[src/opn_bus_pkg.sv]
// OPN CPU bus definitions
// Host-side bus bundle, the per-cycle bus operation code and the
// layout of the status byte returned on every read

package opn_bus_pkg;

    // Host write port sampled once per clk
    typedef struct packed {
        logic       cs_n;   // Active-low chip select
        logic       wr_n;   // Active-low write strobe
        logic       a0;     // 0 selects address phase, 1 data phase
        logic [7:0] din;
    } cpu_bus_t;

    // What the bus is doing in a given cycle
    typedef enum logic [1:0] {
        BUS_IDLE,
        BUS_READ,
        BUS_ADDR_WR,
        BUS_DATA_WR
    } bus_op_e;

    // Status byte as seen by the host
    typedef struct packed {
        logic       busy;   // Bit 7
        logic [4:0] rsvd;   // Always zero
        logic       flag_b; // Bit 1
        logic       flag_a; // Bit 0
    } status_t;

endpackage

[src/opn_timer_pkg.sv]
// OPN timer definitions
// Register map of the timer block, the control bits written through
// register 0x27 and the widths of timer A and timer B

package opn_timer_pkg;

    // Counter widths
    localparam int TA_W = 10;
    localparam int TB_W = 8;

    // Timer register addresses in the FM register space
    typedef enum logic [7:0] {
        REG_TA_HI = 8'h24,  // Timer A value bits 9..2
        REG_TA_LO = 8'h25,  // Timer A value bits 1..0
        REG_TB    = 8'h26,  // Timer B value
        REG_TCTRL = 8'h27   // Load, enable and clear bits
    } reg_addr_e;

    // Timer control as written to REG_TCTRL
    // Field order puts load_a at data bit 0
    typedef struct packed {
        logic clr_b;    // Pulse, clears flag B
        logic clr_a;    // Pulse, clears flag A
        logic en_b;     // Flag B may set on overflow
        logic en_a;     // Flag A may set on overflow
        logic load_b;   // Timer B runs while set
        logic load_a;   // Timer A runs while set
    } timer_ctrl_t;

    // Number of control bits taken from the data byte
    localparam int TCTRL_W = $bits(timer_ctrl_t);

    // Low part of timer A lives in its own register
    localparam int TA_LO_W = TA_W - 8;

endpackage

[src/opn_bus_regs.sv]
// OPN bus decoder and timer registers
// Splits host writes into address and data phases, keeps the register
// address latch, holds the timer values and control bits, and keeps the
// chip busy for a fixed number of clocks after each accepted data write

module opn_bus_regs #(
    parameter int BUSY_CYCLES = 32
) (
    input  logic                                clk,
    input  logic                                rst,
    input  opn_bus_pkg::cpu_bus_t               bus,
    output logic [opn_timer_pkg::TA_W-1:0]      ta_value,
    output logic [opn_timer_pkg::TB_W-1:0]      tb_value,
    output opn_timer_pkg::timer_ctrl_t          ctrl,
    output logic                                busy
);

    localparam int BW = $clog2(BUSY_CYCLES + 1);

    opn_bus_pkg::bus_op_e   op;
    logic [7:0]             addr_q;     // Last address phase value
    logic [BW-1:0]          busy_cnt;
    logic                   data_wr;    // Accepted data write

    // Classify this cycle's bus activity
    always_comb begin
        if (bus.cs_n) begin
            op = opn_bus_pkg::BUS_IDLE;
        end else if (bus.wr_n) begin
            op = opn_bus_pkg::BUS_READ;   // No side effect
        end else if (bus.a0) begin
            op = opn_bus_pkg::BUS_DATA_WR;
        end else begin
            op = opn_bus_pkg::BUS_ADDR_WR;
        end
    end

    assign data_wr = (op == opn_bus_pkg::BUS_DATA_WR) && !busy; // Dropped while busy

    always_ff @(posedge clk) begin
        if (rst) begin
            addr_q <= 8'h00;
        end else if (op == opn_bus_pkg::BUS_ADDR_WR) begin
            addr_q <= bus.din;
        end
    end

    // Timer reload values
    always_ff @(posedge clk) begin
        if (rst) begin
            ta_value <= '0;
            tb_value <= '0;
        end else if (data_wr) begin
            case (addr_q)
                opn_timer_pkg::REG_TA_HI: ta_value[opn_timer_pkg::TA_W-1:2] <= bus.din;
                opn_timer_pkg::REG_TA_LO: begin
                    ta_value[opn_timer_pkg::TA_LO_W-1:0] <=
                        bus.din[opn_timer_pkg::TA_LO_W-1:0];
                end
                opn_timer_pkg::REG_TB:    tb_value <= bus.din;
                default: ;
            endcase
        end
    end

    // Clear bits only live for one cycle
    always_ff @(posedge clk) begin
        if (rst) begin
            ctrl <= '0;
        end else begin
            ctrl.clr_a <= 1'b0;
            ctrl.clr_b <= 1'b0;
            if (data_wr && addr_q == opn_timer_pkg::REG_TCTRL) begin
                ctrl <= opn_timer_pkg::timer_ctrl_t'(bus.din[opn_timer_pkg::TCTRL_W-1:0]);
            end
        end
    end

    // Busy window counts down from the accepted write
    always_ff @(posedge clk) begin
        if (rst) begin
            busy_cnt <= '0;
        end else if (data_wr) begin
            busy_cnt <= BW'(BUSY_CYCLES);
        end else if (busy_cnt != '0) begin
            busy_cnt <= busy_cnt - 1'b1;
        end
    end

    assign busy = (busy_cnt != '0);

    // Busy only ever starts from a data phase write
    a_busy_from_write: assert property (
        @(posedge clk) disable iff (rst)
        $rose(busy) |-> $past(op == opn_bus_pkg::BUS_DATA_WR)
    );

    a_clr_a_pulse: assert property (
        @(posedge clk) disable iff (rst)
        ctrl.clr_a |=> !ctrl.clr_a
    );

    a_clr_b_pulse: assert property (
        @(posedge clk) disable iff (rst)
        ctrl.clr_b |=> !ctrl.clr_b
    );

endmodule

[src/opn_sample_tick.sv]
// Sample rate prescaler
// Counts external clock enable pulses and issues a single-cycle tick
// once every SAMPLE_DIV of them

module opn_sample_tick #(
    parameter int SAMPLE_DIV = 144
) (
    input  logic clk,
    input  logic rst,
    input  logic cen,
    output logic tick
);

    localparam int CW = (SAMPLE_DIV > 1) ? $clog2(SAMPLE_DIV) : 1;

    logic [CW-1:0] cen_cnt;

    always_ff @(posedge clk) begin
        if (rst) begin
            cen_cnt <= '0;
            tick    <= 1'b0;
        end else begin
            tick <= 1'b0;
            if (cen) begin
                if (cen_cnt == CW'(SAMPLE_DIV - 1)) begin
                    cen_cnt <= '0;
                    tick    <= 1'b1;    // End of sample period
                end else begin
                    cen_cnt <= cen_cnt + 1'b1;
                end
            end
        end
    end

    a_tick_single: assert property (
        @(posedge clk) disable iff (rst)
        tick |=> !tick
    );

endmodule

[src/opn_status.sv]
// Timer flags and status byte
// Flags set on an enabled overflow and clear on a clear pulse. The
// status byte combines busy with both flags, and irq_n is low while
// either flag is set

module opn_status (
    input  logic                        clk,
    input  logic                        rst,
    input  logic                        ovf_a,
    input  logic                        ovf_b,
    input  logic                        busy,
    input  opn_timer_pkg::timer_ctrl_t  ctrl,
    output opn_bus_pkg::status_t        status,
    output logic                        irq_n
);

    logic flag_a;
    logic flag_b;

    // Clear wins over a same-cycle overflow
    always_ff @(posedge clk) begin
        if (rst) begin
            flag_a <= 1'b0;
            flag_b <= 1'b0;
        end else begin
            if (ctrl.clr_a) begin
                flag_a <= 1'b0;
            end else if (ovf_a && ctrl.en_a) begin
                flag_a <= 1'b1;
            end
            if (ctrl.clr_b) begin
                flag_b <= 1'b0;
            end else if (ovf_b && ctrl.en_b) begin
                flag_b <= 1'b1;
            end
        end
    end

    always_comb begin
        status        = '0;
        status.busy   = busy;
        status.flag_b = flag_b;
        status.flag_a = flag_a;
    end

    assign irq_n = !(flag_a || flag_b);     // Active low

    a_flag_a_enabled: assert property (
        @(posedge clk) disable iff (rst)
        $rose(flag_a) |-> $past(ctrl.en_a)
    );

    a_flag_b_enabled: assert property (
        @(posedge clk) disable iff (rst)
        $rose(flag_b) |-> $past(ctrl.en_b)
    );

endmodule

[src/opn_timer.sv]
// Reloading timer
// Up-counter that starts from value while load is set and counts one
// step per count tick. A count tick is SUBDIV sample ticks. Passing the
// maximum gives a one-cycle overflow pulse and reloads value, so one
// period is 2^WIDTH - value count ticks

module opn_timer #(
    parameter int WIDTH  = 10,
    parameter int SUBDIV = 1
) (
    input  logic             clk,
    input  logic             rst,
    input  logic             tick,
    input  logic             load,
    input  logic [WIDTH-1:0] value,
    output logic             overflow
);

    logic             cnt_tick;   // One counter step
    logic [WIDTH-1:0] cnt;
    logic             wrap;

    // Optional pre-divider, restarts with the timer
    if (SUBDIV > 1) begin : g_subdiv
        localparam int SW = $clog2(SUBDIV);

        logic [SW-1:0] sub_cnt;

        always_ff @(posedge clk) begin
            if (rst || !load) begin
                sub_cnt <= '0;
            end else if (tick) begin
                if (sub_cnt == SW'(SUBDIV - 1)) begin
                    sub_cnt <= '0;
                end else begin
                    sub_cnt <= sub_cnt + 1'b1;
                end
            end
        end

        assign cnt_tick = tick && (sub_cnt == SW'(SUBDIV - 1));
    end else begin : g_no_subdiv
        assign cnt_tick = tick;
    end

    assign wrap = cnt_tick && (&cnt);   // Step past all ones

    always_ff @(posedge clk) begin
        if (rst) begin
            cnt      <= '0;
            overflow <= 1'b0;
        end else begin
            overflow <= load && wrap;
            if (!load || wrap) begin
                cnt <= value;           // Stopped timers track the value
            end else if (cnt_tick) begin
                cnt <= cnt + 1'b1;
            end
        end
    end

    a_ovf_needs_load: assert property (
        @(posedge clk) disable iff (rst)
        overflow |-> $past(load)
    );

endmodule

[src/opn_timers.sv]
// OPN timer slice, top level
// Host register port, sample prescaler, timers A and B and the status
// and interrupt logic of a YM2612-style FM chip

module opn_timers #(
    parameter int SAMPLE_DIV  = 144,
    parameter int BUSY_CYCLES = 32,
    parameter int TB_SUBDIV   = 16
) (
    input  logic                    clk,
    input  logic                    rst,
    input  logic                    cen,
    input  opn_bus_pkg::cpu_bus_t   bus,
    output opn_bus_pkg::status_t    dout,
    output logic                    irq_n
);

    logic [opn_timer_pkg::TA_W-1:0]     ta_value;
    logic [opn_timer_pkg::TB_W-1:0]     tb_value;
    opn_timer_pkg::timer_ctrl_t         ctrl;
    logic                               busy;
    logic                               tick;
    logic                               ovf_a;
    logic                               ovf_b;

    opn_bus_regs #(.BUSY_CYCLES(BUSY_CYCLES)) u_bus_regs (
        .clk        ( clk       ),
        .rst        ( rst       ),
        .bus        ( bus       ),
        .ta_value   ( ta_value  ),
        .tb_value   ( tb_value  ),
        .ctrl       ( ctrl      ),
        .busy       ( busy      )
    );

    opn_sample_tick #(.SAMPLE_DIV(SAMPLE_DIV)) u_sample_tick (
        .clk    ( clk   ),
        .rst    ( rst   ),
        .cen    ( cen   ),
        .tick   ( tick  )
    );

    // Timer A counts every sample
    opn_timer #(.WIDTH(opn_timer_pkg::TA_W), .SUBDIV(1)) u_timer_a (
        .clk        ( clk           ),
        .rst        ( rst           ),
        .tick       ( tick          ),
        .load       ( ctrl.load_a   ),
        .value      ( ta_value      ),
        .overflow   ( ovf_a         )
    );

    opn_timer #(.WIDTH(opn_timer_pkg::TB_W), .SUBDIV(TB_SUBDIV)) u_timer_b (
        .clk        ( clk           ),
        .rst        ( rst           ),
        .tick       ( tick          ),
        .load       ( ctrl.load_b   ),
        .value      ( tb_value      ),
        .overflow   ( ovf_b         )
    );

    opn_status u_status (
        .clk    ( clk   ),
        .rst    ( rst   ),
        .ovf_a  ( ovf_a ),
        .ovf_b  ( ovf_b ),
        .busy   ( busy  ),
        .ctrl   ( ctrl  ),
        .status ( dout  ),
        .irq_n  ( irq_n )
    );

endmodule

[config.mk]
export PLATFORM = sky130hd
export DESIGN_NAME = opn_timers
export DESIGN_NICKNAME = d
export VERILOG_FILES = /design/src/opn_bus_pkg.sv /design/src/opn_timer_pkg.sv /design/src/opn_bus_regs.sv /design/src/opn_sample_tick.sv /design/src/opn_status.sv /design/src/opn_timer.sv /design/src/opn_timers.sv
export SDC_FILE = /design/constraint.sdc
export NUM_CORES = 1
export LEC_CHECK = 0
export CAP_MARGIN = 20
export CELL_PAD_IN_SITES_DETAIL_PLACEMENT = 2
export CELL_PAD_IN_SITES_GLOBAL_PLACEMENT = 2
export CORE_MARGIN = 1.5
export CORE_UTILIZATION = 40
export DETAILED_ROUTE_END_ITERATION = 16
export DONT_BUFFER_PORTS = 1
export PLACE_DENSITY_LB_ADDON = 0.2
export SYNTH_ARGS = -nofsm -noshare
export SYNTH_HDL_FRONTEND = slang
export SYNTH_HIERARCHICAL = 1
export SYNTH_SLANG_ARGS = --single-unit
[constraint.sdc]
create_clock -name clk -period 2.2 [get_ports clk]
set_input_delay 0.66 -clock clk [delete_from_list [all_inputs] [get_ports clk]]
set_output_delay 0.66 -clock clk [all_outputs]
set_load 0.005 [all_outputs]
# Yosys cells after proc, flatten, opt, wreduce, memory -nomap -nowiden
# Index checks and enable logic that the tools add are counted.
# Widths: inputs -> output; s select.
# word_totals
regBits	73
latch_bits	0
ramBits	0
mem_bits_ro	0
input_bits	14
output_inout_bits	9
wordCells	79
mem_count	0
# classes
add_sub_neg	5
multipliers	0
div	0
n_lt_le_gt_ge	0
n_eq_ne	8
n_shift	0
mux	12
bitwise_logic	2
n_reduce_logical	31
# op_table
cell	n
$eq 8x6->1 const B	4
$mux 8	3
$mux 10	2
$add 8x1->8 const B	2
$mux 6	2
$add 10x1->10 const B	1
$reduce_and 10->1	1
$reduce_or 2->1	5
$logic_and 1x1->1	9
$eq 8x8->1 const B	1
$reduce_and 8->1	1
$reduce_and 2->1	3
$reduce_bool 2->1	3
$reduce_bool 6->1	1
$sub 6x1->6 const B	1
$add 4x1->4 const B	1
$eq 2x2->1 const B	2
$eq 4x4->1 const B	1
$logic_not 1->1	4
$logic_or 1x1->1	4
$mux 2	2
$mux 4	1
$mux 1	2
$not 1->1	2

# Depth between registers and ports, before layout
# Gate-level depths: netlist of run 1.
# depth
word_depth	8
depth_mapped	7
depth_no_buf	5

# Cells and area by module
# Netlist of run 1, hierarchy kept.
# modules_own_cells
mod	instances	cells_each	area_per_inst_um2
opn_bus_regs	1	153	1630.3
opn_timer (u_timer_b)	1	99	809.5
opn_timer (u_timer_a)	1	69	660.6
opn_sample_tick	1	41	405.4
opn_status	1	16	127.6

# Worst setup path before layout of run 1
# Ideal clock, no wire load.
# synth_path
path_kind	reg-to-output
startpoint	register u_bus_regs.busy_cnt[0]
endpoint	output port dout[7] (netlist name)
t_arrival_ns	1.198
slack_ns	0.342
path_stages_with_launch	7
path_buffers	1
cell_sequence	dfxtp_1 > inv_1 > ha_1 > nor2b_1 > and2_1 > inv_1 > buf_4
# synth_via
elab_chain_len	1
# synth_rtl
element	line_no	text
from (decl)	opn_bus_regs.sv:22	logic [BW-1:0] busy_cnt;
from (signal assigned)	opn_bus_regs.sv:84	busy_cnt <= BW'(BUSY_CYCLES);
from (signal assigned)	opn_bus_regs.sv:86	busy_cnt <= busy_cnt - 1'b1;
$reduce_bool 6->1	opn_bus_regs.sv:90	assign busy = (busy_cnt != '0);
to (decl)	opn_timers.sv:14	output opn_bus_pkg::status_t dout,
# No other way between the ends.

==> flow_metrics.env, run 1 <==
export IMPL_status="finished, final reports clean"
export IMPL_cts_tree="yes"
export IMPL_power_frac_comb_pct=17.4
export IMPL_p_per_area_nw_per_um2=789
export IMPL_fin_area_um2=3910
export IMPL_clock_latency_ps=350
export IMPL_fp_dieW_um=98.3
export IMPL_antenna_found_initial=0
export IMPL_maxCapViolations=0
export IMPL_leakagePower_nw=1.38
export IMPL_mappedNetlistArea_um2=3630
export IMPL_yosysSeqAreaShare_pct=40.2
export IMPL_synth_top_cell_by_area="dfxtp_1"
export IMPL_synth_area_leaders="dfxtp_1 (40%), mux2i_1 (9.9%), nand2b_1 (6.2%)"
export IMPL_setup_tns_ps=0
export IMPL_num_rows=34
export IMPL_nNetsFinal=397
export IMPL_core_um2=8760
export IMPL_cp_max_fo=4
export IMPL_synth_edf_count=0
export IMPL_place_ws_ps=230
export IMPL_final_setup_viol_count=0
export IMPL_syn_avg_cell_area_um2=9.61
export IMPL_remaining_drc_errors=0
export IMPL_p_int_mw=2.23
export IMPL_drtAntennaViolNets=0
export IMPL_layout_drive_gt1_share_pct=13.6
export IMPL_areaGrowthSynthToFinish_pct=7.51
export IMPL_clkPwrFrac_pct=34.8
export IMPL_drt_wl_total_um=9070
export IMPL_crit_arrival_ps=1400
export IMPL_p_sw_uw=847
export IMPL_post_dp_hpwl_um=6390
export IMPL_hold_path_class="in2reg"
export IMPL_yosysMostFrequentCell="dfxtp_1"
export IMPL_cts_buffer_depth=2
export IMPL_synth_seq_cells=73
export IMPL_vias=2715
export IMPL_yosys_warnings=6
export IMPL_track_usage_pct=20.5
export IMPL_rsz0062_at_grt="false"
export IMPL_hold_viol=0
export IMPL_worst_setup_path_start_kind="flip-flop"
export IMPL_clk_pin_slew_worst_paths_ps=80
export IMPL_clock_fmax_mhz=485
export IMPL_hold_buffers=0
export IMPL_gp_congestion=0.778
export IMPL_grt_pass1_wl_um=15600
export IMPL_power_total_mw=3.08
export IMPL_post_drt_wl_per_cell_um=18.5
export IMPL_relSlewSlack_pct=47.5
export IMPL_pin_count=23
export IMPL_grt_max_degree=75
export IMPL_ys_top_cells_by_count="dfxtp_1 (73), mux2i_1 (36), nand2b_1 (36), nor2_1 (34), nor3_1 (15)"
export IMPL_grt_pass1_vias=3016
export IMPL_worst_pin_slew_ps=787
export IMPL_peakVddDrop_mv=0.620
export IMPL_start_util_pct=41.5
export IMPL_end_kind="primary output"
export IMPL_die_area_um2=9660
export IMPL_p_seq_share_pct=47.7
export IMPL_port_buffers=0
export IMPL_post_route_period_util_pct=93.7
export IMPL_cts_made_buffers=9
export IMPL_drtPass1Iterations=4
export IMPL_clock_skew_ps=12.2
export IMPL_cts_root_buf="clkbuf_8"
export IMPL_die_height_um=98.3
export IMPL_synth_top_cell_area_share_pct=40.2
export IMPL_swShare_pct=27.5
export IMPL_worstSetupPathType="reg2out"
export IMPL_fin_ws_ps=138
export IMPL_cp_data_required_time_ps=1540
export IMPL_finalCriticalPeriod_ps=2060
export IMPL_synthArstFlopShare_pct=0
export IMPL_num_antenna_cells=0
export IMPL_placed_cell_area_um2=3670
export IMPL_vias_per_cell=5.54
export IMPL_clock_sinks=73
export IMPL_drt_iter0_drc=65
export IMPL_htree_levels=3
export IMPL_synthesis_instances=378
export IMPL_synth_ff_type="dfxtp_1"
export IMPL_final_util_pct=44.6
export IMPL_gr_total_overflow=0
export IMPL_ys_types=61
export IMPL_drv_slew=0
## layout make-up
class	count	area [um^2]
multi-input cells	277	2020
clock inverters	5	55.1
repair buffers	9	67.6
clock buffers	11	141
well taps	108	135
fillers	947	4860
inverters	7	26.3
flip-flops and latches	73	1460
## critical path, stage by stage (launching register included)
cell and delay, ps:
dfxtp_1 340, inv_1 150, ha_4 170, nor2b_4 170, and2_4 170, inv_1 50
## power by group through the flow
stage | clock [mW] | combinational (mW) | sequential (mW)
global route | 1.17 | 0.607 | 1.48
floorplan | 0 | 0.390 | 1.47
global placement | 0 | 0.427 | 1.49
finish | 1.07 | 0.537 | 1.47
CTS | 1.11 | 0.469 | 1.47
detailed placement | 0 | 0.451 | 1.49
## per-stage QoR
step	cells	hold WS (ps)
after floorplan	382	373
after global placement	472	383
after detailed placement	472	390
after CTS	488	349
after global routing	490	353
final	490	374
## path summary, 6_finish.rpt
path	end	from	cells after the start	slack, ps
max reg2reg	u_timer_a/cnt[7]	u_timer_a/cnt[0]	5	290
min	u_sample_tick/cen_cnt[6]	rst	1	370
max	dout[7]	u_bus_regs/busy_cnt[1]	5	140
min reg2reg	u_status/flag_a	u_bus_regs/ctrl[4]	1	400
## what timing repair did
item	in CTS	in global routing
pin swaps	0	1
buffers inserted	0	2
resized for setup	3	3
gates cloned	0	0
endpoints found under the setup margin	1	1
## sequential cells by signal, indices dropped and copies added, names as in the netlist
name                        flops
u_bus_regs/ta_value            10
u_timer_a/cnt                  10
u_bus_regs/addr_q               8
u_bus_regs/tb_value             8
u_sample_tick/cen_cnt           8
u_timer_b/cnt                   8
u_bus_regs/busy_cnt             6
u_bus_regs/ctrl                 6
u_timer_b/g_subdiv.sub_cnt      4
u_sample_tick/tick              1
u_status/flag_a                 1
u_status/flag_b                 1
u_timer_a/overflow              1
u_timer_b/overflow              1
## logic make-up (layout without fill, tap and decap cells)
logic type      after synthesis  after routing  synth area share [%]
simple gates                160            160                  26.9
flops                        73             73                  40.2
compound gates               52             52                  11.1
mux                          37             37                  10.2
buf+inv                      32             32                  5.27
xor+xnor                     17             17                  4.10
fa+ha+maj                     6              6                  2.07
other cells                   1              5                 0.103
## metal layers
metal | wire length (um) | part of all wire, % | vias up | GRT usage (%)
li1 | - | - | 1348 | -
met1 | 4120 | 45 | 1331 | 25.0
met2 | 4540 | 50 | 25 | 35.4
met3 | 263 | 2.9 | 11 | 4.29
met4 | 139 | 1.5 | 0 | 7.37
met5 | 0 | 0 | - | 0
## placed cells by master, fill, tap and decap left out, types with 3 or more instances in the layout
| cell | instances |
|---|---|
| nand3_1 | 10 |
| ha_1 | 5 |
| nor2_1 | 34 |
| nor4b_1 | 3 |
| nor4_1 | 3 |
| clkbuf_8 | 10 |
| or3_1 | 4 |
| nand4_1 | 11 |
| xor2_1 | 8 |
| mux2i_1 | 36 |
| o21ai_0 | 6 |
| a211oi_1 | 3 |
| a31oi_1 | 5 |
| conb_1 | 5 |
| buf_4 | 9 |
| a21oi_1 | 12 |
| nand2_1 | 14 |
| nor3_1 | 15 |
| nand2b_1 | 36 |
| a211oi_2 | 9 |
| xnor2_1 | 9 |
| inv_1 | 7 |
| dfxtp_1 | 72 |
| nor2b_1 | 3 |
| nand4_2 | 3 |
No activity file was read; power rests on OpenSTA's default activity.
==> run 2: changes to the inputs <==
ABC_CLOCK_PERIOD_IN_PS = 2200   (was not set)
CORE_MARGIN = not set   (was 1.5)
==> flow_metrics.env, run 2 (same netlist as run 1, synthesis figures left out) <==
export IMPL_leakagePower_nw=1.35
export IMPL_cts_tree="yes"
export IMPL_rsz0062_at_grt="false"
export IMPL_remaining_drc_errors=0
export IMPL_cts_setup_buffers=0
export IMPL_largestRegisters="u_bus_regs/ta_value x10, u_timer_a/cnt x10"
export IMPL_layout_drive_gt1_share_pct=13.2
export IMPL_post_drt_wl_per_cell_um=17.6
export IMPL_start_util_pct=41.5
export IMPL_p_seq_share_pct=51.0
export IMPL_power_frac_comb_pct=16.4
export IMPL_worst_pin_slew_ps=844
export IMPL_cts_made_buffers=9
export IMPL_areaGrowthSynthToFinish_pct=6.16
export IMPL_die_area_um2=9470
export IMPL_grt_pass1_wl_um=14900
export IMPL_clock_sinks=73
export IMPL_relSlewSlack_pct=43.7
export IMPL_die_height_um=97.3
export IMPL_drtPass1Iterations=4
export IMPL_gr_total_overflow=0
export IMPL_hold_viol=0
export IMPL_ctsResizeCount=3
export IMPL_clkPwrFrac_pct=32.6
export IMPL_cp_data_required_time_ps=1540
export IMPL_gp_congestion=0.759
export IMPL_status="finished, final reports clean"
export IMPL_num_antenna_cells=0
export IMPL_cp_max_fo=5
export IMPL_maxCapViolations=0
export IMPL_post_route_period_util_pct=95.4
export IMPL_grt_max_degree=75
export IMPL_fin_cells=488
export IMPL_hold_path_class="in2reg"
export IMPL_drt_wl_total_um=8570
export IMPL_peakVddDrop_mv=0.688
export IMPL_final_cell_mix="dfxtp_1 (72), mux2i_1 (36), nand2b_1 (36)"
export IMPL_nNetsFinal=395
export IMPL_final_setup_viol_count=0
export IMPL_clk_pin_slew_worst_paths_ps=90
export IMPL_fp_dieW_um=97.3
export IMPL_hold_ws_ps=369
export IMPL_finalCriticalPeriod_ps=2100
export IMPL_vias=2685
export IMPL_cts_root_buf="clkbuf_8"
export IMPL_clock_latency_ps=340
export IMPL_clock_skew_ps=10.1
export IMPL_place_inst=472
export IMPL_antenna_found_initial=0
export IMPL_post_dp_hpwl_um=6040
export IMPL_end_kind="primary output"
export IMPL_pin_count=23
export IMPL_drtAntennaViolNets=0
export IMPL_core_um2=8760
export IMPL_port_buffers=0
export IMPL_drt_iter0_drc=98
export IMPL_setup_tns_ps=0
export IMPL_cts_buffer_depth=2
export IMPL_num_rows=34
export IMPL_hold_buffers=0
export IMPL_p_per_area_nw_per_um2=745
export IMPL_htree_levels=3
export IMPL_vias_per_cell=5.50
export IMPL_worst_setup_path_start_kind="flip-flop"
export IMPL_swShare_pct=28.6
export IMPL_track_usage_pct=19.7
export IMPL_final_common_cell="dfxtp_1"
export IMPL_drv_slew=0
export IMPL_power_total_mw=2.87
export IMPL_p_sw_uw=822
export IMPL_p_int_mw=2.05
export IMPL_crit_arrival_ps=1440
export IMPL_grt_pass1_vias=2876
export IMPL_worstSetupPathType="reg2out"
export IMPL_clock_fmax_mhz=477
[run 2: cell count changes in the layout (fill, tap and decap cells not counted), sizes merged]
cell      delta
clkinvlp     +1
clkinv       +1
bufinv       -1
clkbuf       -1
buf          -2
[run 2: worst max-delay path, cell delays in order (launching register included)]
cell     delay, ps
dfxtp_2        350
inv_1          110
ha_2           220
nor2b_4        190
and2_4         180
inv_1           50
[run 2: through the flow]
step                setup WS (ps)  util [%]  instance area, um^2
floorplan                     342         -                 3650
global placement              304      41.9                 3670
detailed placement            250      41.9                 3670
CTS                          30.0      44.0                 3850
global route                 8.17      44.0                 3860
finish                        101      44.0                 3860
[run 2: power groups by stage]
stage	logic [mW]	registers (mW)	clock network, mW
final	0.472	1.46	0.937
after global routing	0.535	1.48	1.04
after CTS	0.477	1.46	0.979
after detailed placement	0.447	1.49	0
after global placement	0.428	1.49	0
after floorplan	0.390	1.47	0
[run 2: final timing paths]
kind	startpoint	to	slack, ps	cells past startpoint
hold / removal	rst	u_sample_tick/cen_cnt[6]	370	1
setup reg to reg	u_timer_a/cnt[0]	u_timer_a/cnt[7]	220	5
setup / recovery	u_bus_regs/busy_cnt[0]	dout[7]	100	5
hold reg to reg	u_bus_regs/ctrl[4]	u_status/flag_a	400	1
[run 2: cell type report]
class	instances	area [um^2]
well taps	108	135
clock inverters	6	45.0
multi-input cells	277	2010
fillers	937	4910
clock buffers	10	128
flip-flops and latches	73	1460
inverters	7	26.3
repair buffers	7	52.6
[run 2: metal layers]
metal  up-vias  part of all wire [%]  GRT usage [%]
li1       1336                     -              -
met1      1319                    48           25.8
met2        23                    49           32.6
met3         7                   2.8           4.17
met4         0                  0.85           6.11
met5         -                     0              0
